### src/common/video_pkg.sv
package video_pkg;

	//////////////////////////////////////////////////////////////////////
	// Raster geometry
	//////////////////////////////////////////////////////////////////////

	// Horizontal, in pixel clocks
	localparam int unsigned H_TOTAL      = 64;
	localparam int unsigned H_ACTIVE     = 48;
	localparam int unsigned H_SYNC_START = 52;
	localparam int unsigned H_SYNC_END   = 58;

	// Vertical, in lines
	localparam int unsigned V_TOTAL      = 40;
	localparam int unsigned V_ACTIVE     = 32;
	localparam int unsigned V_SYNC_START = 34;
	localparam int unsigned V_SYNC_END   = 36;

	// Counter widths
	localparam int unsigned HCOUNT_W = 6;
	localparam int unsigned VCOUNT_W = 6;

	// Layer count and beam-to-video delay
	localparam int unsigned NUM_LAYERS   = 4;
	localparam int unsigned PIPE_LATENCY = 4;

	typedef logic [HCOUNT_W-1:0] hcount_t;
	typedef logic [VCOUNT_W-1:0] vcount_t;

	// Beam position plus decoded flags
	typedef struct packed {
		hcount_t hcount;
		vcount_t vcount;
		logic    hsync;
		logic    vsync;
		logic    blank;
	} beam_t;

	//////////////////////////////////////////////////////////////////////
	// Layers and host writes
	//////////////////////////////////////////////////////////////////////

	// Colour 0 is transparent
	typedef struct packed {
		logic [7:0] color;
		logic [1:0] prio;
	} layer_pixel_t;

	// Decoded write for one layer
	typedef struct packed {
		logic       ram_we;
		logic       ctrl_we;
		logic [8:0] addr;
		logic [7:0] data;
	} layer_wr_t;

	// Host write destinations
	typedef enum logic [2:0] {
		TGT_LAYER_RAM  = 3'd0,
		TGT_LAYER_CTRL = 3'd1,
		TGT_PROM_RG    = 3'd2,
		TGT_PROM_B     = 3'd3,
		TGT_BANK       = 3'd4
	} host_target_e;

	// Raw host write, single-cycle strobe
	typedef struct packed {
		logic         strobe;
		host_target_e target;
		logic [1:0]   layer;
		logic [8:0]   addr;
		logic [7:0]   data;
	} host_wr_t;

endpackage

### src/hw/video_timing.sv
`timescale 1ns/1ps

module video_timing (
	input  logic             clk_6md,
	input  logic             reset,
	output video_pkg::beam_t beam
);

	// Position for the next cycle
	video_pkg::hcount_t h_next;
	video_pkg::vcount_t v_next;

	//////////////////////////////////////////////////////////////////////
	// Raster counters
	//////////////////////////////////////////////////////////////////////

	always_comb begin
		if (beam.hcount == video_pkg::hcount_t'(video_pkg::H_TOTAL - 1)) begin
			// End of line, wrap and step vertically
			h_next = '0;
			if (beam.vcount == video_pkg::vcount_t'(video_pkg::V_TOTAL - 1)) begin
				v_next = '0;
			end else begin
				v_next = beam.vcount + video_pkg::vcount_t'(1);
			end
		end else begin
			h_next = beam.hcount + video_pkg::hcount_t'(1);
			v_next = beam.vcount;
		end
	end

	//////////////////////////////////////////////////////////////////////
	// Registered position and flag decode
	//////////////////////////////////////////////////////////////////////

	// Reset value (0,0) with flags clear is already the decode of (0,0)
	always_ff @(posedge clk_6md) begin
		if (reset) begin
			beam <= '0;
		end else begin
			beam.hcount <= h_next;
			beam.vcount <= v_next;
			// Flags decoded from the position they travel with
			beam.hsync <= (h_next >= video_pkg::H_SYNC_START) &&
				(h_next < video_pkg::H_SYNC_END);
			beam.vsync <= (v_next >= video_pkg::V_SYNC_START) &&
				(v_next < video_pkg::V_SYNC_END);
			// Outside active area on either axis
			beam.blank <= (h_next >= video_pkg::H_ACTIVE) ||
				(v_next >= video_pkg::V_ACTIVE);
		end
	end

endmodule

### config.mk
export PLATFORM = sky130hd
export DESIGN_NAME = video_timing
export DESIGN_NICKNAME = d
export VERILOG_FILES = /design/src/common/video_pkg.sv /design/src/hw/video_timing.sv
export SDC_FILE = /design/constraint.sdc
export NUM_CORES = 1
export LEC_CHECK = 0
export ABC_AREA = 1
export CAP_MARGIN = 20
export CELL_PAD_IN_SITES_DETAIL_PLACEMENT = 0
export CELL_PAD_IN_SITES_GLOBAL_PLACEMENT = 2
export CORE_MARGIN = 5
export CORE_UTILIZATION = 26
export DETAILED_ROUTE_END_ITERATION = 8
export DONT_BUFFER_PORTS = 1
export PLACE_DENSITY_LB_ADDON = 0.1
export SYNTH_ARGS = -nofsm -noshare
export SYNTH_HDL_FRONTEND = slang
export SYNTH_SLANG_ARGS = --single-unit
### constraint.sdc
create_clock -name clk_6md -period 1.4 [get_ports clk_6md]
set_input_delay 0.21 -clock clk_6md [delete_from_list [all_inputs] [get_ports clk_6md]]
set_output_delay 0.21 -clock clk_6md [all_outputs]
set_load 0.01 [all_outputs]
==> results.cfg, run 1 <==
[yosys]
yosys.area.top_type = dfxtp_1
avgSynthCellArea_um2 = 7.10
yosysWarnings = 0
ys_ff_latch = 15
seq_area_frac_synth = 0.419
ys_top_cells_by_area = dfxtp_1 (42%), nand2_1 (16%), nor2_1 (7.3%)
synth_top_area_frac = 0.419
syn-num-nets = 105
syn_inst = 101
synth_cell_types = 18
synth_area_um2 = 717

[min_path]
hp-class = in -> reg

[detailed_routing]
drt_iter0_markers = 10
drtAntennaViolNets = 0
remaining_drc_errors = 0
wl_per_cell_um = 12.1
route.vias.total = 649
via_per_inst = 4.30
firstDrtPassIters = 4
wirelength_mm = 1.83

[layout]
nFillCells = 305
drive_gt1_frac = 0.308
reg_top3 = beam: 15 flops
utilization = 0.350
largest_reg_flops = 15
fin_nets = 125
areaGrowthSynthToFinish_pct = 32.5
regArea_um2 = 303
regMostFlops = beam
diodes = 0
multi_input_area_um2 = 413

[timing]
max_freq_mhz = 725
slew_violations = 0
setup-violations-final = 0
period_minus_slack_ns = 1.38
holdWs_ns = 0.121
finalCritPeriodShare = 0.985
relSlewSlack = 0.747
finalHoldViolations = 0
rsz0062_at_grt = true
clock_skew_ns = 0.00118
worst_pin_slew_ns = 0.378
final.setup.worst_slack_ns = 0.0214
finalSetupTns_ns = 0

[clock_network]
cts_buffers = 3
cts_buffer_depth = 2
post-cts-setup-buffer-count = 0
tritoncts = done
numClockSinks = 15
cts_root_buf = clkbuf_4
cts_max_level = 1
clk_pin_slew_worst_paths_ns = 0.09
clk_latency_ns = 0.28

[pwr]
power.leakage_nw = 0.423
peakVddDrop_mv = 0.360
powerDensity_nw_per_um2 = 797
power_mw = 0.757

[critical_path]
worst-path-max-fanout = 8
cp.required_ns = 1.63
start_kind = flip-flop
cp-end-kind = flip-flop
path_delay_family = simple AND/OR/NAND/NOR gates
worst_path_most_repeated_cell = nand2_1
crit_chain = ha_4 -> nand3_4 -> nor2_4 -> nand2_1 -> nand2_1 -> nand2_2 -> nor2_2 -> nand2_1 -> nor2_2
max_stage_delay_ns = 0.37
critPathBufInv = 0
worstPathArrival_ns = 1.61
crit_type = reg -> reg
critPathSlowestCell = dfxtp_2

[place]
io_buffers = 0
place_hpwl_mm = 1.34
routabilityCongestion = 0.717
pre_cts_slack_ns = -0.0263

[run_status]
outcome = completed

[global_routing]
grt_pass1_wl_mm = 2.97
grt_use_total = 0.0953
antenna_found_initial = 0
grt_overflow = 0
grt_max_degree = 10
grt_pass1_vias = 655

[die]
die_h_um = 62.5
die_w_um = 62.5
io_pins = 17
core_um2 = 2710
dieArea_um2 = 3910
rows = 19
start_util = 0.265

[job]
maxCapViolations = 0
[report_power, final]
| part | internal [mW] | leakage [nW] | total (mW) | switching, mW |
|---|---|---|---|---|
| registers | 0.435 | 0.122 | 0.444 | 0.00893 |
| logic | 0.0287 | 0.284 | 0.0617 | 0.0329 |
| clock network | 0.106 | 0.0177 | 0.251 | 0.145 |
| total | 0.570 | 0.423 | 0.757 | 0.187 |
[layout by cell type (no fill, tap or decap), types with 3 or more instances in the layout]
master    Yosys  final
a21oi_1       3      3
buf_4         0     15
clkbuf_4      0      3
dfxtp_1      15     13
inv_1        11     11
nand2_1      30     30
nand3_1       7      6
nor2_1       14     13
nor2_2        5      4
nor2_4        1      3
[kinds of logic after synthesis]
| group | count (synthesis) | synth area share |
|---|---|---|
| compound gates | 3 | 0.0209 |
| buf+inv | 13 | 0.0681 |
| fa+ha+maj | 2 | 0.0349 |
| simple gates | 65 | 0.421 |
| xor+xnor | 3 | 0.0367 |
| flops | 15 | 0.419 |
[metal layers]
layer,global-route usage,part of all wire
met4,0.0477,0.010
met2,0.133,0.42
met3,0.0360,0.075
met1,0.126,0.49
met5,0,0
[path summary, 6_finish.rpt]
path / to / slack (ns) / depth (start not counted) / start
worst min-delay path: beam[0] / 0.12 / 3 / reset
worst max register to register: beam[1] / 0.02 / 9 / beam[9]
worst max-delay path: beam[1] / 0.02 / 9 / beam[9]
worst min register to register: beam[3] / 0.52 / 2 / beam[3]
[what timing repair did]
action | 4_1_cts | 5_1_grt
hold endpoints to repair | 8 | 0
resized for setup | 5 | 5
endpoints found under the setup margin | 4 | 6
hold buffers | 1 | 0
gates cloned | 0 | 0
pin swaps | 5 | 6
[layout make-up]
| cell class | count | share of cell area |
|---|---|---|
| well taps | 31 | 0.0408 |
| clock inverters | 1 | 0.00527 |
| flip-flops and latches | 15 | 0.319 |
| clock buffers | 3 | 0.0237 |
| multi-input cells | 73 | 0.435 |
| repair buffers | 16 | 0.129 |
| inverters | 12 | 0.0474 |
[worst register-to-register path, delay by kind of cell, from the launching register on]
kind / cells / cell delay, ns
and+or+nand+nor: 8 / 0.78
adders and majority gates: 1 / 0.17
DFF: 1 / 0.37
[per-stage QoR]
stage / cells / area, um2
finish: 151 / 950
detailed placement: 146 / 865
floorplan: 101 / 717
global placement: 146 / 865
CTS: 151 / 925
global route: 151 / 950
[cells in the mapped netlist]
cell type,instances
a21oi_1,3
nor2_4,1
xnor2_1,1
nand3_1,7
nor3_2,1
inv_1,11
nor2_2,5
nand2_1,30
nor2_1,14
or2_0,1
inv_2,1
xor2_1,2
clkbuf_1,1
nand3_2,2
nor3_1,2
ha_1,2
nand2_2,2
dfxtp_1,15
Note: power is estimated with default switching activity, not from simulation.
==> run 2, diff against run 1 <==
--- a/config.mk
+++ b/config.mk
@@ -10,7 +10,7 @@
 export CELL_PAD_IN_SITES_DETAIL_PLACEMENT = 0
 export CELL_PAD_IN_SITES_GLOBAL_PLACEMENT = 2
 export CORE_MARGIN = 5
-export CORE_UTILIZATION = 26
+export CORE_UTILIZATION = 28
 export DETAILED_ROUTE_END_ITERATION = 8
 export DONT_BUFFER_PORTS = 1
 export PLACE_DENSITY_LB_ADDON = 0.1
==> results.cfg, run 2 (synthesis gave the netlist of run 1 again) <==
[run_status]
outcome = completed

[critical_path]
r2r_cells = 9
crit_type = reg -> reg
cp-end-kind = flip-flop
worstPathArrival_ns = 1.54
worst-path-max-fanout = 5
start_kind = flip-flop
cp.required_ns = 1.63

[timing]
finalCritPeriodShare = 0.932
setup-violations-final = 0
finalHoldViolations = 0
relSlewSlack = 0.773
worst_pin_slew_ns = 0.340
rsz0062_at_grt = true
max_freq_mhz = 766
clock_skew_ns = 0.000693
slew_violations = 0
finalSetupTns_ns = 0
period_minus_slack_ns = 1.31
final.setup.worst_slack_ns = 0.0948

[clock_network]
tritoncts = done
numClockSinks = 15
cts_buffer_depth = 2
cts_root_buf = clkbuf_4
cts_buffers = 3
clk_latency_ns = 0.28
cts_max_level = 1
clk_pin_slew_worst_paths_ns = 0.10

[place]
place_area_um2 = 841
io_buffers = 0
placed_cells = 142
pre_cts_slack_ns = -0.0262
routabilityCongestion = 0.737
place_hpwl_mm = 1.36

[layout]
areaGrowthSynthToFinish_pct = 36.0
layout_common_cells = nand2_1 (28), buf_4 (16), nor2_1 (12)
layout_commonest_cell = nand2_1
drive_gt1_frac = 0.352
diodes = 0
fin_area_um2 = 975
reg_top3 = beam: 15 flops
fin_nets = 127
largest_reg_flops = 15
regMostFlops = beam
layout.cells.non_filler = 152

[die]
start_util = 0.292
rows = 18
die_h_um = 60.6
core_um2 = 2450
die_w_um = 60.6
dieArea_um2 = 3670
io_pins = 17

[min_path]
hold_depth = 3
hp-class = in -> reg

[detailed_routing]
via_per_inst = 4.49
wirelength_mm = 1.78
drtAntennaViolNets = 0
remaining_drc_errors = 0
firstDrtPassIters = 4
wl_per_cell_um = 11.7
route.vias.total = 682
drt_iter0_markers = 13

[job]
maxCapViolations = 0

[pwr]
peakVddDrop_mv = 0.394
power_mw = 0.759
power.leakage_nw = 0.438
powerDensity_nw_per_um2 = 779

[global_routing]
grt_max_degree = 10
grt_overflow = 0
grt_pass1_wl_mm = 2.96
grt_use_total = 0.112
grt_pass1_vias = 684
antenna_found_initial = 0
==> run 2: cell types whose count changed in the layout (fill, tap and decap cells not counted), sizes merged <==
| cell | previous run | this run |
|---|---|---|
| buf | 15 | 17 |
==> run 2: power breakdown <==
group | internal (mW) | switching [mW]
registers | 0.435 | 0.00959
clock network | 0.106 | 0.150
logic | 0.0266 | 0.0323
==> run 2: cell type report <==
cell class	count	area, um2
fillers	281	1480
multi-input cells	73	415
flip-flops and latches	15	308
repair buffers	18	141
inverters	12	45.0
well taps	30	37.5
clock buffers	3	22.5
clock inverters	1	5.00
==> run 2: stage by stage <==
| step | util | hold WS, ns |
|---|---|---|
| 6_report | 0.397 | 0.133 |
| 5_1_grt | 0.397 | 0.140 |
| 4_1_cts | 0.366 | 0.110 |
| 3_5_place_dp | 0.343 | 0.286 |
| 3_3_place_gp | 0.343 | 0.285 |
| 2_1_floorplan | - | 0.514 |
==> run 2: path summary, 6_finish.rpt <==
check / from / end / slack (ns)
worst max-delay path: beam[9] / beam[1] / 0.09
worst min-delay path: reset / beam[0] / 0.13
worst max register to register: beam[9] / beam[1] / 0.09
worst min register to register: beam[3] / beam[3] / 0.51
==> run 2: critical path, cell delays in order (launching register included) <==
cell and delay, ns:
dfxtp_4 0.38, ha_4 0.15, nand2_1 0.07, nor2_2 0.16, nand2_2 0.11, nand2_1 0.08
nand3_2 0.08, nor2_2 0.09, nand2_1 0.07, nor2_2 0.07
==> run 2: what timing repair did <==
action | 4_1_cts | 5_1_grt
gates resized for setup | 2 | 14
pin swaps | 1 | 7
hold endpoints to repair | 8 | 0
buffers inserted | 2 | 3
hold buffers | 1 | 0
setup endpoints to repair | 2 | 8
==> run 2: layer usage <==
layer	GRT usage	part of all wire
met5	0	0
met4	0.0650	0.010
met3	0.0213	0.044
met2	0.208	0.56
met1	0.116	0.39
