**src/common/palette_pkg.sv**
```systemverilog
package palette_pkg;

	//////////////////////////////////////////////////////////////////////
	// Colour lookup types
	//////////////////////////////////////////////////////////////////////

	// Two banks of 256 entries
	localparam int unsigned PROM_DEPTH = 512;

	// Mixer output, PROM low address bits
	typedef logic [7:0] clut_index_t;

	// Bank bit on top of the index
	typedef struct packed {
		logic        bank;
		clut_index_t index;
	} prom_addr_t;

	// Red/green PROM, green in the high nibble
	typedef struct packed {
		logic [3:0] green;
		logic [3:0] red;
	} prom_rg_t;

	// Blue PROM, one nibble
	typedef struct packed {
		logic [3:0] blue;
	} prom_b_t;

	// Final video, sync is composite (hsync OR vsync)
	typedef struct packed {
		logic       sync;
		logic       blank;
		logic [3:0] red;
		logic [3:0] green;
		logic [3:0] blue;
	} video_out_t;

endpackage

```
**src/common/video_pkg.sv**
```systemverilog
package video_pkg;

	//////////////////////////////////////////////////////////////////////
	// Raster geometry
	//////////////////////////////////////////////////////////////////////

	// Horizontal, in pixel clocks
	localparam int unsigned H_TOTAL      = 64;
	localparam int unsigned H_ACTIVE     = 48;
	localparam int unsigned H_SYNC_START = 52;
	localparam int unsigned H_SYNC_END   = 58;

	// Vertical, in lines
	localparam int unsigned V_TOTAL      = 40;
	localparam int unsigned V_ACTIVE     = 32;
	localparam int unsigned V_SYNC_START = 34;
	localparam int unsigned V_SYNC_END   = 36;

	// Counter widths
	localparam int unsigned HCOUNT_W = 6;
	localparam int unsigned VCOUNT_W = 6;

	// Layer count and beam-to-video delay
	localparam int unsigned NUM_LAYERS   = 4;
	localparam int unsigned PIPE_LATENCY = 4;

	typedef logic [HCOUNT_W-1:0] hcount_t;
	typedef logic [VCOUNT_W-1:0] vcount_t;

	// Beam position plus decoded flags
	typedef struct packed {
		hcount_t hcount;
		vcount_t vcount;
		logic    hsync;
		logic    vsync;
		logic    blank;
	} beam_t;

	//////////////////////////////////////////////////////////////////////
	// Layers and host writes
	//////////////////////////////////////////////////////////////////////

	// Colour 0 is transparent
	typedef struct packed {
		logic [7:0] color;
		logic [1:0] prio;
	} layer_pixel_t;

	// Decoded write for one layer
	typedef struct packed {
		logic       ram_we;
		logic       ctrl_we;
		logic [8:0] addr;
		logic [7:0] data;
	} layer_wr_t;

	// Host write destinations
	typedef enum logic [2:0] {
		TGT_LAYER_RAM  = 3'd0,
		TGT_LAYER_CTRL = 3'd1,
		TGT_PROM_RG    = 3'd2,
		TGT_PROM_B     = 3'd3,
		TGT_BANK       = 3'd4
	} host_target_e;

	// Raw host write, single-cycle strobe
	typedef struct packed {
		logic         strobe;
		host_target_e target;
		logic [1:0]   layer;
		logic [8:0]   addr;
		logic [7:0]   data;
	} host_wr_t;

endpackage

```
**src/hw/host_regs.sv**
```systemverilog
`timescale 1ns/1ps

module host_regs (
	input  logic                    clk_6md,
	input  logic                    reset,
	input  video_pkg::host_wr_t     host_wr,
	output video_pkg::layer_wr_t    layer_wr [video_pkg::NUM_LAYERS],
	output logic                    prom_rg_we,
	output logic                    prom_b_we,
	output palette_pkg::prom_addr_t prom_waddr,
	output logic [7:0]              prom_wdata,
	output logic                    bank
);

	// Decode before the register
	video_pkg::layer_wr_t layer_wr_d [video_pkg::NUM_LAYERS];
	logic                 bank_we_q;
	logic                 bank_data_q;

	//////////////////////////////////////////////////////////////////////
	// Target decode
	//////////////////////////////////////////////////////////////////////

	always_comb begin
		for (int i = 0; i < video_pkg::NUM_LAYERS; i++) begin
			// Only the addressed layer sees a strobe
			layer_wr_d[i].ram_we  = host_wr.strobe && (host_wr.layer == i) &&
				(host_wr.target == video_pkg::TGT_LAYER_RAM);
			layer_wr_d[i].ctrl_we = host_wr.strobe && (host_wr.layer == i) &&
				(host_wr.target == video_pkg::TGT_LAYER_CTRL);
			layer_wr_d[i].addr    = host_wr.addr;
			layer_wr_d[i].data    = host_wr.data;
		end
	end

	//////////////////////////////////////////////////////////////////////
	// Registered write stage
	//////////////////////////////////////////////////////////////////////

	always_ff @(posedge clk_6md) begin
		if (reset) begin
			layer_wr    <= '{default: '0};
			prom_rg_we  <= 1'b0;
			prom_b_we   <= 1'b0;
			bank_we_q   <= 1'b0;
		end else begin
			layer_wr    <= layer_wr_d;
			prom_rg_we  <= host_wr.strobe && (host_wr.target == video_pkg::TGT_PROM_RG);
			prom_b_we   <= host_wr.strobe && (host_wr.target == video_pkg::TGT_PROM_B);
			bank_we_q   <= host_wr.strobe && (host_wr.target == video_pkg::TGT_BANK);
		end
	end

	// PROM address and data, shared by both PROMs
	always_ff @(posedge clk_6md) begin
		prom_waddr  <= palette_pkg::prom_addr_t'(host_wr.addr);
		prom_wdata  <= host_wr.data;
		bank_data_q <= host_wr.data[0];
	end

	// Bank bit, lands on the second edge like the other targets
	always_ff @(posedge clk_6md) begin
		if (reset) begin
			bank <= 1'b0;
		end else if (bank_we_q) begin
			bank <= bank_data_q;
		end
	end

endmodule

```
**config.mk**
```make
export PLATFORM = sky130hd
export DESIGN_NAME = host_regs
export DESIGN_NICKNAME = d
export VERILOG_FILES = /design/src/common/palette_pkg.sv /design/src/common/video_pkg.sv /design/src/hw/host_regs.sv
export SDC_FILE = /design/constraint.sdc
export NUM_CORES = 1
export LEC_CHECK = 0
export BUFFER_PORTS_ARGS = -buffer_cell sky130_fd_sc_hd__buf_2
export CORE_MARGIN = 5
export CORE_UTILIZATION = 41
export CTS_CLUSTER_DIAMETER = 50
export CTS_CLUSTER_SIZE = 28
export DETAILED_ROUTE_END_ITERATION = 10
export PLACE_DENSITY_LB_ADDON = 0.08
export SYNTH_ARGS = -nofsm -noshare
export SYNTH_HDL_FRONTEND = slang
export SYNTH_SLANG_ARGS = --single-unit
```
**constraint.sdc**
```tcl
create_clock -name clk_6md -period 2.1 [get_ports clk_6md]
set_input_delay 0.42 -clock clk_6md [delete_from_list [all_inputs] [get_ports clk_6md]]
set_output_delay 0.42 -clock clk_6md [all_outputs]
set_load 0.01 [all_outputs]
```
==> impl_metrics.json, run 1 <==
{
  "run_status": "finished, final reports clean",
  "synth_cells": 138,
  "die_y_um": 71.5,
  "cts_setup_buffers": 0,
  "min_period_ns": 1.21,
  "final_core_util_pct": 51.8,
  "cp_slowest_cell": "dfxtp_1",
  "seq_area_frac_synth_pct": 59.4,
  "grt_pass1_vias": 927,
  "core_mm2": 0.00366,
  "clock-sinks": 46,
  "netlist_area_mm2": 0.00155,
  "start_util_pct": 42.4,
  "hold_path_class": "primary input to flip-flop",
  "finalSetupViolCount": 0,
  "syn_to_final_growth_pct": 22.3,
  "wl_met1_um": 987,
  "via_per_inst": 4.04,
  "dr_wl_met2_mm": 1.44,
  "power.internal_w": 0.00125,
  "hpwlAfterDp_mm": 2.36,
  "ios": 121,
  "numCtsBuffers": 5,
  "crit_start": "layer_wr[48]",
  "cpPeakStageDelay_ns": 0.36,
  "totalWireLength_mm": 2.90,
  "drc_errors": 0,
  "leakage_nw": 1.04,
  "portBuffers": 120,
  "slew_headroom_pct": 73.9,
  "ys_ff_latch": 46,
  "switching_share_pct": 22.5,
  "yosysWarnings": 0,
  "dr_wl_met3_um": 436,
  "r2r_start": "bank_we_q",
  "crit_path_end_kind": "primary output",
  "drtPass1Iterations": 2,
  "vias": 1042,
  "synth.avg_cell_area_um2": 11.2,
  "drive_gt1_share_pct": 61.4,
  "cts_resized": 0,
  "dieArea_mm2": 0.00511,
  "critPathBufInv": 1,
  "drv_slew": 0,
  "p_sw_w": 0.000361,
  "num_rows": 22,
  "cp.required_ns": 1.68,
  "antenna_cells": 0,
  "synth_top_area_cell": "dfxtp_1",
  "fin_setup_tns_ns": 0,
  "min-delay-start": "host_wr[4]",
  "cp_top_family": "flip-flops",
  "drt-initial-drc-count": 33,
  "clk_path_buf_depth": 2,
  "grt_max_degree": 23,
  "p_seq_share_pct": 57.5,
  "synth_top_area_share_pct": 59.4,
  "post-route-period-util_pct": 57.5,
  "synthDistinctLibCells": 15,
  "worstPathArrival_ns": 0.79,
  "yosys-top-cells-area": "dfxtp_1 59%, buf_4 25%, nor2b_1 6.9%, nor2_1 1.7%, nor3_1 0.97%",
  "num-nets-final": 236,
  "place_congestion": 0.720,
  "htreeDepth": 2,
  "peakVddDrop_mv": 0.461,
  "clk_pin_slew_ns": 0.07,
  "cts_tree": "done",
  "antenna_found_initial": 0,
  "skew_ns": 0.000169,
  "ant_nets": 0,
  "rsz0062_at_grt": "false",
  "cts_root_buffer": "clkbuf_8",
  "cp_cell_sequence": "buf_2",
  "fmax_ghz": 0.828,
  "clk_latency_ns": 0.28,
  "hold_buffers": 0,
  "wire_per_inst_um": 11.3,
  "top_layer": "met4",
  "grt_pass1_wl_mm": 4.23,
  "p_comb_share_pct": 11.6,
  "hold-worst-slack_ns": 0.243,
  "finalHoldViolations": 0,
  "start_kind": "flip-flop",
  "cp_max_fo": 4,
  "syn_nets": 163,
  "grt_use_total_pct": 10.7,
  "max_cap_viol_count": 0,
  "dieWidth_um": 71.5,
  "p_per_area_mw_per_mm2": 849,
  "crit_type": "flip-flop to primary output",
  "clkPwrFrac_pct": 30.9,
  "grt-ovfl-total": 0,
  "worst_slew_pin_slew_ns": 0.392
}
==> metal layers <==
| metal | track usage, % | vias to the layer above |
|---|---|---|
| li1 | - | 520 |
| met1 | 10.6 | 453 |
| met2 | 18.6 | 63 |
| met3 | 6.03 | 6 |
| met4 | 4.38 | 0 |
| met5 | 0 | - |
==> synth_stat cells <==
master,number
buf_4,52
clkbuf_1,2
dfxtp_1,46
mux2i_1,1
nand2_1,2
nand3_1,1
nand3b_1,2
nor2_1,7
nor2b_1,17
nor3_1,3
nor3b_1,1
nor4_1,1
or3b_2,1
or4_4,1
or4b_4,1
==> cell type report <==
type,count,area (um^2)
well taps,48,60.1
repair buffers,120,601
clock buffers,6,82.6
flip-flops and latches,46,921
multi-input cells,38,233
fillers,343,1760
==> through the flow <==
step | std cells | worst slack [ns] | power [W] | area, um^2
after floorplan | 138 | 0.916 | 0.00109 | 1550
after global placement | 252 | 0.645 | 0.00114 | 1810
after detailed placement | 252 | 0.597 | 0.00114 | 1810
after CTS | 258 | 0.871 | 0.00164 | 1900
after global routing | 258 | 0.819 | 0.00170 | 1900
final | 258 | 0.893 | 0.00161 | 1900
==> worst paths after layout <==
path	to	slack, ns	cells after the start
max reg2reg	bank	1.42	2
max	layer_wr[48]	0.89	1
min	prom_wdata[4]	0.24	1
min reg2reg	bank	0.50	2
==> power by group through the flow <==
stage / clock (W) / combinational (W) / sequential [W]
detailed placement: 0 / 0.000191 / 0.000947
CTS: 0.000519 / 0.000191 / 0.000926
global route: 0.000565 / 0.000202 / 0.000932
floorplan: 0 / 0.000123 / 0.000967
global placement: 0 / 0.000192 / 0.000944
finish: 0.000497 / 0.000187 / 0.000926
==> cell usage in the layout, fill, tap and decap left out, drive strengths merged <==
| cell type | n |
|---|---|
| buf | 120 |
| clkbuf | 6 |
| dfxtp | 46 |
| mux2i | 1 |
| nand2 | 2 |
| nand3 | 1 |
| nand3b | 2 |
| nor2 | 7 |
| nor2b | 17 |
| nor3 | 3 |
| nor3b | 1 |
| nor4 | 1 |
| or3b | 1 |
| or4 | 1 |
| or4b | 1 |
==> state kept, by name, indices dropped and copies added, names as in the netlist <==
register and flops:
layer_wr 25, prom_waddr 9, prom_wdata 8, bank 1, bank_we_q 1, prom_b_we 1
prom_rg_we 1
==> cell families (layout without fill, tap and decap cells) <==
logic type	Yosys count	in the layout	share of synthesized area (%)
buffers and inverters	54	126	25.6
DFF	46	46	59.4
and+or+nand+nor	37	37	14.4
muxes	1	1	0.645
No activity file was read; power rests on OpenSTA's default activity.
==> inputs of run 2 (changes only) <==
ABC_AREA = 1   (was not set)
CORE_UTILIZATION = 39   (was 41)
clock period = 1.15 ns   (was 2.1 ns; I/O delays follow)
==> run 2 against run 1 <==
Combinational power increased by 91%. Synthesized cell count increased by 22%. Highest routed layer unchanged. Count of clock-buffer cells in the layout increased by 1. Die area increased by 8.3%. Non-clock buffer count increased by 1. Routed wire length increased by 2.9%. Global-route usage decreased by 0.43 points. Critical path type unchanged. Worst hold slack got worse by 0.19 ns. Utilization decreased by 2.7 points. Largest power group unchanged. Clock skew increased by 0.0048 ns. Design area increased by 3.6%. Cell count increased by 14%.
==> impl_metrics.json, run 2 <==
{
  "run_status": "finished, final reports clean",
  "drv_slew": 0,
  "finalHoldViolations": 0,
  "synth_top_area_share_pct": 56.9,
  "num-nets-final": 267,
  "rsz0062_at_grt": "false",
  "synth_top_area_cell": "dfxtp_1",
  "grt_pass1_wl_mm": 4.28,
  "fin_setup_tns_ns": 0,
  "peakVddDrop_mv": 0.738,
  "ys.flop_type": "dfxtp_1",
  "grt_pass1_vias": 992,
  "drc_errors": 0,
  "antenna_found_initial": 0,
  "crit_path_end_kind": "primary output",
  "worst_slew_pin_slew_ns": 0.158,
  "cts_resized": 0,
  "place_congestion": 0.695,
  "crit_type": "flip-flop to primary output",
  "clk_latency_ns": 0.29,
  "synth_edf_count": 0,
  "mostFrequentLayoutCells": "120 x buf_2, 46 x dfxtp_1, 32 x nor2_1, 23 x inv_1, 6 x clkbuf_8",
  "yosysWarnings": 0,
  "reg_top3": "layer_wr: 25 flops, prom_waddr: 9 flops, prom_wdata: 8 flops",
  "cts_tree": "done",
  "drt-initial-drc-count": 28,
  "drive_gt1_share_pct": 54.7,
  "hold_buffers": 0,
  "dr_wl_met2_mm": 1.51,
  "skew_ns": 0.00492,
  "synth_cells": 168,
  "largest_reg_flops": 25,
  "regMostFlops": "layer_wr",
  "syn_to_final_growth_pct": 21.4,
  "htreeDepth": 2,
  "wire_per_inst_um": 10.2,
  "cts_setup_buffers": 0,
  "start_kind": "flip-flop",
  "clk_path_buf_depth": 2,
  "yosysMostFrequentCell": "buf_4",
  "hpwlAfterDp_mm": 2.48,
  "grt-ovfl-total": 0,
  "cp_top_family": "flip-flops",
  "yosys-top-cells-area": "dfxtp_1 57%, buf_4 24%, nor2_1 7.4%, inv_1 5.3%, nand3_1 1.5%",
  "synthDistinctLibCells": 12,
  "start_util_pct": 40.5,
  "drtPass1Iterations": 3,
  "cp_cell_sequence": "buf_2",
  "cpPeakStageDelay_ns": 0.37,
  "fmax_ghz": 0.970,
  "dieWidth_um": 74.4,
  "seq_area_frac_synth_pct": 56.9,
  "wl_met1_mm": 1.01,
  "portBuffers": 120,
  "post-route-period-util_pct": 89.6,
  "antenna_cells": 0,
  "cp_max_fo": 4,
  "ant_nets": 0,
  "synth.avg_cell_area_um2": 9.64,
  "cp_slowest_cell": "dfxtp_1",
  "hold_path_class": "primary input to flip-flop",
  "vias": 1140,
  "core_mm2": 0.00400,
  "netlist_area_mm2": 0.00162,
  "n_fill_cell": 430,
  "ff2ff_setup_slack_ns": 0.54,
  "max_cap_viol_count": 0,
  "leakage_nw": 1.17,
  "final_common_cell": "buf_2",
  "p_per_area_mw_per_mm2": 1530,
  "dr_wl_met3_um": 427,
  "critPathBufInv": 1,
  "finalSetupViolCount": 0,
  "totalWireLength_mm": 2.99,
  "grt_use_total_pct": 10.3,
  "num_rows": 23,
  "syn_nets": 193,
  "via_per_inst": 3.89,
  "dieArea_mm2": 0.00554,
  "synth_common_cells": "52 x buf_4, 46 x dfxtp_1, 32 x nor2_1",
  "slew_headroom_pct": 89.4,
  "clock-sinks": 46,
  "ios": 121,
  "final_core_util_pct": 49.1,
  "cp.required_ns": 0.92,
  "cts_root_buffer": "clkbuf_8",
  "grt_max_degree": 16,
  "die_y_um": 74.4,
  "numCtsBuffers": 5,
  "top_layer": "met4",
  "ys_ff_latch": 46,
  "clk_pin_slew_ns": 0.08,
  "async_flop_share_pct": 0,
  "worstPathArrival_ns": 0.80,
  "min_period_ns": 1.03
}
==> run 2: cell types whose count changed after synthesis, moves of 3 or more <==
cell	before	now
nor2_1	7	32
nor3_1	3	0
nor2b_1	17	0
nand3_1	1	5
inv_1	0	23
==> run 2: layer usage <==
| metal | vias to the layer above | track usage (%) |
|---|---|---|
| li1 | 584 | - |
| met1 | 491 | 10.3 |
| met2 | 60 | 18.2 |
| met3 | 5 | 4.19 |
| met4 | 0 | 5.34 |
| met5 | - | 0 |
==> run 2: kinds of logic after synthesis <==
group           count (synthesis)  share of synthesized area, %
buf+inv                        78                          31.2
simple gates                   43                          11.6
flops                          46                          56.9
compound gates                  1                         0.309
==> run 2: worst paths after layout <==
kind / depth (start not counted) / endpoint / from
hold / removal: 1 / prom_waddr[7] / host_wr[15]
setup / recovery: 1 / layer_wr[35] / layer_wr[54]
hold reg to reg: 2 / bank / prom_wdata[0]
setup reg to reg: 2 / bank / bank
==> run 2: area by class of cell <==
type / count / area [um^2] / share of cell area [%]
Clock buffer: 7 / 86.3 / 4.39
Timing Repair Buffer: 121 / 608 / 30.9
Tap cell: 50 / 62.6 / 3.18
Clock inverter: 1 / 5.00 / 0.255
Sequential cell: 46 / 921 / 46.8
Multi-Input combinational cell: 44 / 193 / 9.80
Inverter: 24 / 90.1 / 4.58
==> run 2: stage by stage <==
stage | instances | instance area (um^2) | hold WS (ns) | total power [W] | worst slack (ns)
after global placement | 285 | 1870 | 0.347 | 0.00209 | 0.341
after global routing | 293 | 1970 | 0.0388 | 0.00317 | 0.0280
after CTS | 293 | 1970 | 0.0393 | 0.00308 | 0.0883
after floorplan | 168 | 1620 | 0.258 | 0.00201 | 0.390
after detailed placement | 285 | 1870 | 0.348 | 0.00210 | 0.327
final | 293 | 1970 | 0.0522 | 0.00302 | 0.119
==> run 2: where the power goes <==
group | leakage [nW] | switching [W] | internal, W
Clock | 0.0482 | 0.000485 | 0.000485
Combinational | 0.740 | 0.000202 | 0.000156
Sequential | 0.382 | 0.0000305 | 0.00166
