<file path="config.mk">
export PLATFORM = sky130hd
export DESIGN_NAME = clut_stage
export DESIGN_NICKNAME = d
export VERILOG_FILES = /design/src/common/palette_pkg.sv /design/src/common/video_pkg.sv /design/src/hw/clut/clut_stage.sv
export SDC_FILE = /design/constraint.sdc
export NUM_CORES = 1
export LEC_CHECK = 0
export ABC_AREA = 1
export BUFFER_PORTS_ARGS = -buffer_cell sky130_fd_sc_hd__buf_2
export CORE_MARGIN = 3
export CORE_UTILIZATION = 31
export CTS_BUF_LIST = sky130_fd_sc_hd__clkbuf_8
export CTS_CLUSTER_SIZE = 10
export DETAILED_ROUTE_END_ITERATION = 10
export GPL_TIMING_DRIVEN = 0
export MAX_ROUTING_LAYER = met4
export PLACE_DENSITY = 0.8
export SYNTH_ARGS = -nofsm -noshare
export SYNTH_HDL_FRONTEND = slang
export SYNTH_SLANG_ARGS = --single-unit
</file>
<file path="constraint.sdc">
create_clock -name clk_6md -period 0.8 [get_ports clk_6md]
set_clock_uncertainty 0.1 [all_clocks]
set_input_delay 0.04 -clock clk_6md [delete_from_list [all_inputs] [get_ports clk_6md]]
set_output_delay 0.04 -clock clk_6md [all_outputs]
set_load 0.01 [all_outputs]
</file>
<file path="src/common/palette_pkg.sv">
package palette_pkg;

	//////////////////////////////////////////////////////////////////////
	// Colour lookup types
	//////////////////////////////////////////////////////////////////////

	// Two banks of 256 entries
	localparam int unsigned PROM_DEPTH = 512;

	// Mixer output, PROM low address bits
	typedef logic [7:0] clut_index_t;

	// Bank bit on top of the index
	typedef struct packed {
		logic        bank;
		clut_index_t index;
	} prom_addr_t;

	// Red/green PROM, green in the high nibble
	typedef struct packed {
		logic [3:0] green;
		logic [3:0] red;
	} prom_rg_t;

	// Blue PROM, one nibble
	typedef struct packed {
		logic [3:0] blue;
	} prom_b_t;

	// Final video, sync is composite (hsync OR vsync)
	typedef struct packed {
		logic       sync;
		logic       blank;
		logic [3:0] red;
		logic [3:0] green;
		logic [3:0] blue;
	} video_out_t;

endpackage

</file>
<file path="src/common/video_pkg.sv">
package video_pkg;

	//////////////////////////////////////////////////////////////////////
	// Raster geometry
	//////////////////////////////////////////////////////////////////////

	// Horizontal, in pixel clocks
	localparam int unsigned H_TOTAL      = 64;
	localparam int unsigned H_ACTIVE     = 48;
	localparam int unsigned H_SYNC_START = 52;
	localparam int unsigned H_SYNC_END   = 58;

	// Vertical, in lines
	localparam int unsigned V_TOTAL      = 40;
	localparam int unsigned V_ACTIVE     = 32;
	localparam int unsigned V_SYNC_START = 34;
	localparam int unsigned V_SYNC_END   = 36;

	// Counter widths
	localparam int unsigned HCOUNT_W = 6;
	localparam int unsigned VCOUNT_W = 6;

	// Layer count and beam-to-video delay
	localparam int unsigned NUM_LAYERS   = 4;
	localparam int unsigned PIPE_LATENCY = 4;

	typedef logic [HCOUNT_W-1:0] hcount_t;
	typedef logic [VCOUNT_W-1:0] vcount_t;

	// Beam position plus decoded flags
	typedef struct packed {
		hcount_t hcount;
		vcount_t vcount;
		logic    hsync;
		logic    vsync;
		logic    blank;
	} beam_t;

	//////////////////////////////////////////////////////////////////////
	// Layers and host writes
	//////////////////////////////////////////////////////////////////////

	// Colour 0 is transparent
	typedef struct packed {
		logic [7:0] color;
		logic [1:0] prio;
	} layer_pixel_t;

	// Decoded write for one layer
	typedef struct packed {
		logic       ram_we;
		logic       ctrl_we;
		logic [8:0] addr;
		logic [7:0] data;
	} layer_wr_t;

	// Host write destinations
	typedef enum logic [2:0] {
		TGT_LAYER_RAM  = 3'd0,
		TGT_LAYER_CTRL = 3'd1,
		TGT_PROM_RG    = 3'd2,
		TGT_PROM_B     = 3'd3,
		TGT_BANK       = 3'd4
	} host_target_e;

	// Raw host write, single-cycle strobe
	typedef struct packed {
		logic         strobe;
		host_target_e target;
		logic [1:0]   layer;
		logic [8:0]   addr;
		logic [7:0]   data;
	} host_wr_t;

endpackage

</file>
<file path="src/hw/clut/clut_stage.sv">
`timescale 1ns/1ps

module clut_stage (
	input  logic                     clk_6md,
	input  logic                     reset,
	input  palette_pkg::clut_index_t index,
	input  video_pkg::beam_t         beam,
	input  logic                     bank,
	output palette_pkg::prom_addr_t  prom_addr,
	input  palette_pkg::prom_rg_t    prom_rg,
	input  palette_pkg::prom_b_t     prom_b,
	output palette_pkg::video_out_t  video
);

	// Index latch ahead of the PROMs
	palette_pkg::clut_index_t index_q;

	// Flags, one stage per pipeline step
	logic sync_q1;
	logic blank_q1;
	logic sync_q2;
	logic blank_q2;

	//////////////////////////////////////////////////////////////////////
	// Index register and PROM address
	//////////////////////////////////////////////////////////////////////

	always_ff @(posedge clk_6md) begin
		if (reset) begin
			index_q <= '0;
		end else begin
			index_q <= index;
		end
	end

	// Bank selects the upper 256 entries
	assign prom_addr.bank  = bank;
	assign prom_addr.index = index_q;

	//////////////////////////////////////////////////////////////////////
	// Sync and blank delay
	//////////////////////////////////////////////////////////////////////

	// Matches index register then PROM read
	always_ff @(posedge clk_6md) begin
		if (reset) begin
			sync_q1  <= 1'b0;
			blank_q1 <= 1'b0;
			sync_q2  <= 1'b0;
			blank_q2 <= 1'b0;
		end else begin
			sync_q1  <= beam.hsync | beam.vsync;
			blank_q1 <= beam.blank;
			sync_q2  <= sync_q1;
			blank_q2 <= blank_q1;
		end
	end

	// PROM outputs already registered, RGB not forced in blanking
	assign video.sync  = sync_q2;
	assign video.blank = blank_q2;
	assign video.red   = prom_rg.red;
	assign video.green = prom_rg.green;
	assign video.blue  = prom_b.blue;

endmodule

</file>
==> flow_summary_export.csv, run 1 <==
group,metric,value,unit
critical_path,cp.arrival,660,ps
critical_path,regToRegStartpoint,"sync_q1",
floorplan,io_pins,61,
critical_path,reg2reg_depth,2,
synth,synth.avg_cell_area,8.73,µm²
cells_and_area,multi_input_comb_area,51.3,µm²
clocking,path_clk_slew,50,ps
critical_path,path_max_fanout,1,
worst_hold_path,hold_depth,3,
global_routing,first_global_vias,412,
power,power_leakage,0.475,nW
placement,dp_hpwl,789,µm
route,drtPass1Iterations,1,
synth,synth_top_family_by_area,"buffers and inverters",
critical_path,crit_family,"flip-flops",
power,vdd_ir_drop_max,906,µV
critical_path,crit_buf_inv,1,
synth,synth-simple-area-share,10.7,%
floorplan,start_util,34.1,%
cells_and_area,n_fill_cell,119,
timing,post-route-period-util,99.8,%
global_routing,antenna_found_initial,0,
synth,yosysUniqueCellTypes,5,
floorplan,fp.dieH,44.3,µm
cells_and_area,regArea,244,µm²
synth,synth_mux_area_share,0,%
global_routing,grt_pass1_wl,1550,µm
cells_and_area,fin_nets,139,
timing,tightest_slew,87.2,ps
global_routing,grt_max_degree,11,
critical_path,worstSetupPathType,"flip-flop to output port",
synth,yosys_register_bits,12,
critical_path,crit_required,660,ps
critical_path,crit_path_cell_trace,"buf_6",
timing,hold_violations,0,
synth,synth_compound_area_share,0,%
flow_run,maxCapViolations,0,
floorplan,rows,13,
worst_hold_path,hp-class,"input pin to flip-flop",
synth,synthXorXnorAreaFrac,0,%
clocking,cts_setup_buffers,0,
timing,rsz0062_at_grt,"yes",
critical_path,cp_slowest_cell,"dfxtp_2",
synth,synth.net_count,90,
power,power.density,1850,nW/µm²
synth,netlist_area,454,µm²
clocking,cts_made_buffers,3,
timing,drv_slew,0,
timing,max_slew_margin,94.2,%
cells_and_area,area_growth,82.4,%
critical_path,r2r_setup_slack,230,ps
placement,place_congestion,0.650,
floorplan,die-area,1960,µm²
clocking,clk_path_buf_depth,2,
critical_path,end_kind,"output port",
cells_and_area,fin_cells,115,
critical_path,r2r-end,"sync_q2",
floorplan,die_w,44.3,µm
placement,dp_cells,102,
placement,portBuffers,35,
clocking,cts_root_buf,"clkbuf_8",
critical_path,start_kind,"flip-flop",
clocking,clkLatencyLatePin,230,ps
worst_hold_path,hp-start,"reset",
worst_hold_path,whs_endpoint,"sync_q2",
global_routing,grt-ovfl-total,0,
timing,setup_viol,0,
route,ant_nets,0,
route,drc_errors,0,
critical_path,critPathMaxStageDelay,320,ps
clocking,ctsHtreeMaxLevel,1,
synth,yosys_warnings,0,
route,vias,457,
cells_and_area,diodes,0,
floorplan,fp.coreArea,1330,µm²
route,routed_wl,1040,µm
timing,period_needed,798,ps
clocking,cts.sinks,12,
synth,synthAdderAreaFrac,0,%
timing,hold-worst-slack,20.0,ps
timing,fmax,1250,MHz
synth,ys_seq_area_share,52.9,%
cells_and_area,drive_gt1_share,56.0,%
global_routing,grt_use_total,11.3,%
synth,synth_cells,52,
route,drt-initial-drc-count,0,
outcome,status,"complete, no violations",
clocking,tritoncts,"done",
route,viasPerCell,3.97,
route,avgRoutedWirePerCell,9.06,µm
cells in the final DEF (no fill, tap or decap), drive strengths merged:
cell type,netlist,routed
buf,16,48
nor2,13,13
dlygate4sd3,0,12
dfxtp,12,12
inv,11,11
clkbuf,0,4
cells by family (layout without fill, tap and decap cells):
group                  after synthesis  count (layout)
flip-flops                          12              12
buffers and inverters               27              75
AND/OR/NAND/NOR                     13              13
cells in the mapped netlist:
cell type  count  area (µm²)
buf_4         15         113
buf_6          1        11.3
dfxtp_1       12         240
inv_1         11        41.3
nor2_1        13        48.8
worst max-delay path by stage:
| stage | start | end | slack, ps | cells after the start |
|---|---|---|---|---|
| final | sync_q2 | video[13] | 2 | 1 |
| after detailed placement | sync_q2 | video[13] | 120 | 2 |
| after global routing | index_q[3] | prom_addr[3] | -20 | 1 |
| after CTS | index_q[4] | prom_addr[4] | -5 | 1 |
| after global placement | sync_q2 | video[13] | 150 | 2 |
| after floorplan | sync_q1 | sync_q2 | 250 | 2 |
power breakdown:
part | internal (mW) | leakage (nW) | switching (mW)
Sequential | 0.632 | 0.101 | 0.00861
Combinational | 0.160 | 0.345 | 0.0943
Clock | 0.433 | 0.0288 | 0.203
sequential cells by signal (all words and copies together), names as in the netlist:
name and count:
blank_q2 1, blank_q1 1, sync_q1 1, index_q 8
sync_q2 1
timing repair:
| action | in CTS | in global routing |
|---|---|---|
| setup endpoints to repair | 3 | 12 |
| hold buffers | 12 | 0 |
| gates resized for setup | 3 | 4 |
| pin swaps | 0 | 1 |
| hold endpoints to repair | 11 | 0 |
area by class of cell:
cell class                      instances  share of cell area (%)
Timing Repair Buffer                   46                    37.3
Tap cell                               15                    2.27
Inverter                               11                    4.98
Clock buffer                            4                    6.65
Sequential cell                        12                    29.5
Buffer                                 14                    13.1
Multi-Input combinational cell         13                    6.19
per-stage QoR:
step	worst slack (ps)	power (mW)	TNS, ps	utilization, %	instance area (µm²)
after floorplan	251	0.770	0	-	454
after global placement	146	0.856	0	48.6	648
after detailed placement	124	0.862	0	48.6	648
after CTS	-4.76	1.55	-6.18	61.6	822
after global routing	-21.4	1.60	-119	62.1	828
final	1.54	1.53	0	62.1	828
per-layer routing:
layer / track usage (%) / share of wire [%] / vias up
met3: 2.85 / 13 / 4
met1: 9.90 / 31 / 192
met4: 7.23 / 2.6 / 0
met2: 20.9 / 54 / 35
met5: - / 0 / -
li1: - / - / 226
No activity file was read; power rests on OpenSTA's default activity.
==> run 2: changes to the inputs <==
--- a/config.mk
+++ b/config.mk
@@ -5,7 +5,7 @@
 export SDC_FILE = /design/constraint.sdc
 export NUM_CORES = 1
 export LEC_CHECK = 0
-export ABC_AREA = 1
+export ABC_AREA = 0
 export BUFFER_PORTS_ARGS = -buffer_cell sky130_fd_sc_hd__buf_2
 export CORE_MARGIN = 3
 export CORE_UTILIZATION = 31
@@ -14,7 +14,7 @@
 export DETAILED_ROUTE_END_ITERATION = 10
 export GPL_TIMING_DRIVEN = 0
 export MAX_ROUTING_LAYER = met4
-export PLACE_DENSITY = 0.8
+export PLACE_DENSITY = 0.81
 export SYNTH_ARGS = -nofsm -noshare
 export SYNTH_HDL_FRONTEND = slang
 export SYNTH_SLANG_ARGS = --single-unit
==> run 2 against run 1 <==
Effect of this change:
- the flow now finishes with violations (hold timing, setup timing)
- wire length fell by 10%
- utilization fell by 0.38 points
- global-route usage shrank 1.8 points
- die area shrank 0.95%
- sequential power is essentially flat
- synthesized area down 1.1%
- critical path type unchanged
==> flow_summary_export.csv, run 2 <==
group,metric,value,unit
clocking,path_clk_slew,50,ps
timing,tns,-1.43,ps
synth,synth_edf_count,0,
timing,worst_slack,-1.43,ps
timing,max_slew_margin,93.6,%
worst_hold_path,hp-class,"input pin to flip-flop",
timing,period_needed,801,ps
cells_and_area,largest_reg_flops,8,
outcome,status,"complete, but fails checks",
power,power.density,1860,nW/µm²
route,vias,404,
synth,yosysMostFrequentCell,"buf_4",
outcome,violations,"hold timing, setup timing",
synth,synth_top_cell_by_area,"dfxtp_1",
critical_path,path_max_fanout,1,
power,combPwrFrac,16.7,%
clocking,clk_path_buf_depth,2,
synth,synth.avg_cell_area,11.2,µm²
global_routing,first_global_vias,317,
timing,drv_slew,0,
timing,post-route-period-util,100,%
critical_path,r2r_setup_slack,190,ps
critical_path,cp.depth,1,
timing,setup_viol,1,
synth,yosys_register_bits,12,
synth,synth_top_area_share,53.5,%
placement,portBuffers,35,
timing,fmax,1250,MHz
clocking,cts_made_buffers,3,
timing,hold-worst-slack,-67.4,ps
critical_path,crit_family,"flip-flops",
synth,yosys_warnings,0,
route,drtPass1Iterations,1,
floorplan,fp.dieH,44.1,µm
worst_hold_path,hp-start,"beam[2]",
critical_path,crit_end,"prom_addr[1]",
floorplan,die-area,1940,µm²
synth,netlist_area,449,µm²
global_routing,grt-ovfl-total,0,
critical_path,crit_buf_inv,1,
placement,place_congestion,0.602,
clocking,clkLatencyLatePin,230,ps
cells_and_area,area_growth,83.3,%
global_routing,grt_pass1_wl,1230,µm
synth,synth_cells,40,
power,p_switching,0.294,mW
clocking,tritoncts,"done",
critical_path,start_kind,"flip-flop",
cells_and_area,layout_common_cells,"buf_2, buf_4, nor2b_1",
critical_path,cp.arrival,660,ps
route,viasPerCell,3.96,
critical_path,crit_path_cell_trace,"buf_6",
global_routing,antenna_found_initial,0,
timing,rsz0062_at_grt,"yes",
synth,synthTopCellsByArea,"dfxtp_1, buf_4, nor2b_1",
power,pwr-share-seq,42.0,%
critical_path,worstSetupPathType,"flip-flop to output port",
synth,synth_commonest_cells,"buf_4, dfxtp_1, nor2b_1, buf_6, o21ba_4",
route,avgRoutedWirePerCell,9.16,µm
floorplan,rows,13,
floorplan,fp.coreArea,1330,µm²
clocking,cts_root_buf,"clkbuf_8",
global_routing,grt_max_degree,11,
critical_path,crit_required,660,ps
critical_path,regToRegStartpoint,"blank_q1",
floorplan,io_pins,61,
route,drt-initial-drc-count,0,
cells_and_area,drive_gt1_share,67.8,%
worst_hold_path,hold_depth,2,
power,internal_power,1.24,mW
synth,synth.net_count,78,
power,swShare,19.2,%
power,power_leakage,0.432,nW
route,routed_wl,934,µm
synth,yosysUniqueCellTypes,5,
critical_path,critPathMaxStageDelay,320,ps
global_routing,grt_use_total,9.45,%
cells_and_area,fin_nets,126,
cells_and_area,final_common_cell,"buf_2",
clocking,ctsHtreeMaxLevel,1,
power,pwr-share-clk,41.3,%
route,drc_errors,0,
route,wl_met1,317,µm
synth,synthArstFlopShare,0,%
synth,synth_ff_type,"dfxtp_1",
power,p_total,1.53,mW
timing,hold_violations,1,
route,ant_nets,0,
cells_and_area,diodes,0,
critical_path,cp_slowest_cell,"dfxtp_2",
flow_run,maxCapViolations,0,
floorplan,start_util,33.7,%
cells_and_area,n_fill_cell,115,
route,highest_layer,"met4",
timing,tightest_slew,95.2,ps
route,routed-wl-met2,490,µm
route,route.met3.wl,119,µm
synth,ys_seq_area_share,53.5,%
floorplan,die_w,44.1,µm
critical_path,r2r-end,"blank_q2",
critical_path,critPathLaunch,"index_q[1]",
power,vdd_ir_drop_max,1140,µV
cells_and_area,top_register,"index_q",
critical_path,end_kind,"output port",
critical_path,reg2reg_depth,1,
clocking,cts.sinks,12,
cells_and_area,final_util,61.7,%
run 2: cell count changes in the layout (fill, tap and decap cells not counted), moves of 3 or more:
cell,previous run,this run
dlygate4sd3_1,12,9
inv_1,11,0
nor2_1,12,0
nor2b_1,0,11
run 2: logic make-up after synthesis:
group | count (synthesis) | share of synthesized area, %
compound gates | 1 | 3.62
simple gates | 11 | 15.3
buf+inv | 16 | 27.6
flops | 12 | 53.5
run 2: repair_timing:
action | in CTS | in global routing
hold buffers | 10 | 1
gates cloned | 0 | 0
pin swaps | 0 | 0
resized for setup | 6 | 5
setup buffers | 0 | 0
hold endpoints to repair | 11 | 3
setup endpoints to repair | 5 | 12
run 2: layout make-up:
cell class              instances  area (µm²)  share of cell area (%)
flip-flops and latches         12         246                    29.9
clock buffers                   4        55.1                    6.69
multi-input cells              12        85.1                    10.3
repair buffers                 45         309                    37.5
plain buffers                  14         109                    13.2
well taps                      15        18.8                    2.28
run 2: stage by stage:
stage               setup WS [ps]  area, µm²  std cells
floorplan                     210        449         40
finish                      -1.43        823        102
global route                -21.6        823        102
CTS                         -10.1        806        102
global placement              143        643         90
detailed placement            142        643         90
run 2: routing by layer:
layer	global-route usage (%)	vias to the layer above
li1	-	199
met1	9.82	172
met2	15.1	31
met3	4.88	2
met4	3.61	0
met5	-	-
run 2: power groups by stage:
stage	combinational [mW]	clock [mW]	sequential (mW)
5_1_grt	0.276	0.676	0.645
4_1_cts	0.250	0.657	0.640
2_1_floorplan	0.110	0	0.661
6_report	0.256	0.633	0.643
3_3_place_gp	0.208	0	0.648
3_5_place_dp	0.211	0	0.650
run 2: worst min-delay path by stage:
stage / to / slack (ps)
final: sync_q1 / -70
after CTS: sync_q1 / -70
after detailed placement: index_q[5] / 140
after global routing: sync_q1 / -70
after floorplan: blank_q2 / 10
after global placement: blank_q2 / 140
==> run 3: changes to the inputs <==
--- a/config.mk
+++ b/config.mk
@@ -6,15 +6,15 @@
 export NUM_CORES = 1
 export LEC_CHECK = 0
 export ABC_AREA = 0
-export BUFFER_PORTS_ARGS = -buffer_cell sky130_fd_sc_hd__buf_2
-export CORE_MARGIN = 3
-export CORE_UTILIZATION = 31
+export CORE_AREA = 3 3 40 42
 export CTS_BUF_LIST = sky130_fd_sc_hd__clkbuf_8
 export CTS_CLUSTER_SIZE = 10
 export DETAILED_ROUTE_END_ITERATION = 10
+export DIE_AREA = 0 0 43 45
+export DONT_BUFFER_PORTS = 1
 export GPL_TIMING_DRIVEN = 0
 export MAX_ROUTING_LAYER = met4
-export PLACE_DENSITY = 0.81
+export REMOVE_ABC_BUFFERS = 1
 export SYNTH_ARGS = -nofsm -noshare
 export SYNTH_HDL_FRONTEND = slang
 export SYNTH_SLANG_ARGS = --single-unit
==> run 3 against run 2 <==
Effect of this change:
- the flow now finishes without violations
- via count is 33% lower
- first-iteration DRC count increased by 3
- sequential power is 2% higher
- sequential cell count unchanged
- fmax increased by 1.9%
- clock-buffer cell count is the same
- final cell count decreased by 33%
- die area decreased by 0.35%
- worst setup slack gained 15 ps
- critical path type is now input pin to flip-flop
==> flow_summary_export.csv, run 3 (same netlist as run 2, synthesis figures left out) <==
group,metric,value,unit
outcome,status,"complete, no violations",
clocking,clkLatencyLatePin,230,ps
floorplan,fp.coreArea,1280,µm²
clocking,path_clk_slew,50,ps
route,routed_wl,1090,µm
clocking,tritoncts,"done",
worst_hold_path,hp-start,"reset",
critical_path,crit_family,"buffers and inverters",
timing,tightest_slew,154,ps
cells_and_area,fin_nets,92,
critical_path,crit_path_cell_trace,"dlygate4sd3_1 > o21ba_4",
timing,post-route-period-util,98.3,%
route,viasPerCell,3.96,
power,power.density,2220,nW/µm²
critical_path,r2r_setup_slack,190,ps
timing,hold_violations,0,
cells_and_area,top_register,"index_q",
worst_hold_path,whs_endpoint,"index_q[0]",
critical_path,regToRegStartpoint,"sync_q1",
critical_path,r2r-end,"sync_q2",
timing,period_needed,787,ps
global_routing,grt_max_degree,10,
floorplan,die_w,43,µm
global_routing,grt_use_total,12.0,%
global_routing,antenna_found_initial,0,
critical_path,end_kind,"flip-flop",
critical_path,cp_slowest_cell,"dlygate4sd3_1",
clocking,cts_root_buf,"clkbuf_8",
route,drt-initial-drc-count,3,
route,ant_nets,0,
power,p_total,1.44,mW
critical_path,worstSetupPathType,"input pin to flip-flop",
cells_and_area,area_growth,44.6,%
floorplan,start_util,35.0,%
global_routing,first_global_vias,288,
clocking,cts_made_buffers,3,
timing,drv_slew,0,
floorplan,fp.dieH,45,µm
timing,tns,0,ps
cells_and_area,diodes,0,
critical_path,critPathMaxStageDelay,600,ps
critical_path,crit_required,830,ps
power,power_leakage,0.274,nW
flow_run,maxCapViolations,0,
clocking,ctsHtreeMaxLevel,1,
critical_path,start_kind,"input pin",
route,vias,269,
timing,setup_viol,0,
floorplan,io_pins,61,
critical_path,reg2reg_depth,1,
critical_path,path_max_fanout,9,
timing,rsz0062_at_grt,"no",
worst_hold_path,hp-class,"input pin to flip-flop",
timing,fmax,1270,MHz
floorplan,rows,13,
worst_hold_path,hold_depth,2,
global_routing,grt_pass1_wl,1570,µm
clocking,cts_setup_buffers,0,
clocking,cts.sinks,12,
cells_and_area,largest_reg_flops,8,
route,drtPass1Iterations,3,
timing,max_slew_margin,89.7,%
clocking,clk_path_buf_depth,2,
route,avgRoutedWirePerCell,16.0,µm
floorplan,die-area,1940,µm²
placement,portBuffers,0,
cells_and_area,n_fill_cell,113,
route,drc_errors,0,
global_routing,grt-ovfl-total,0,
cells_and_area,drive_gt1_share,9.43,%
cells_and_area,layout_common_cells,"dlygate4sd3_1, dfxtp_1, nor2b_1",
critical_path,crit_buf_inv,1,
power,vdd_ir_drop_max,975,µV
placement,place_congestion,0.534,
critical_path,cp.arrival,810,ps
cells_and_area,final_common_cell,"dlygate4sd3_1",
-- run 3: cell count changes in the layout (fill, tap and decap cells not counted), sizes merged --
cell,change
buf,-49
dlygate4sd3,+16
dlymetal6s4s,-1
-- run 3: stage by stage --
step / util (%) / hold WS (ps) / worst slack [ps] / cells / cell area, µm²
2_1_floorplan: - / -20.0 / 210 / 24 / 325
3_3_place_gp: 26.8 / -19.9 / 203 / 39 / 344
3_5_place_dp: 26.8 / -19.9 / 203 / 39 / 344
4_1_cts: 50.5 / 313 / 18.5 / 68 / 649
5_1_grt: 50.5 / 307 / 11.2 / 68 / 649
6_report: 50.5 / 312 / 13.3 / 68 / 649
-- run 3: how the worst max path moves through the flow --
stage | from | end | slack (ps) | cells past startpoint
floorplan | blank_q1 | blank_q2 | 210 | 1
CTS | reset | sync_q1 | 20 | 2
global placement | sync_q1 | sync_q2 | 200 | 1
global route | reset | sync_q1 | 10 | 2
detailed placement | blank_q1 | blank_q2 | 200 | 1
finish | reset | sync_q1 | 10 | 2
-- run 3: cell type report --
class                   instances  area [µm²]  area share (%)
repair buffers                 25         250            38.5
flip-flops and latches         12         240            37.0
well taps                      15        18.8            2.89
multi-input cells              12        85.1            13.1
clock buffers                   4        55.1            8.48
-- run 3: repair_timing --
action,CTS,global route
hold endpoints to repair,25,0
setup endpoints to repair,0,0
resized for setup,0,0
hold buffers,25,0
-- run 3: report_power, final --
part / internal [mW] / switching (mW) / leakage (nW)
clock network: 0.433 / 0.203 / 0.0288
logic: 0.102 / 0.0484 / 0.145
registers: 0.631 / 0.0241 / 0.0999
-- run 3: routing by layer --
metal	part of all wire (%)	global-route usage (%)	vias up
li1	-	-	130
met1	35	12.7	130
met2	60	19.5	9
met3	4.9	2.79	0
met4	0	9.04	0
met5	0	-	-
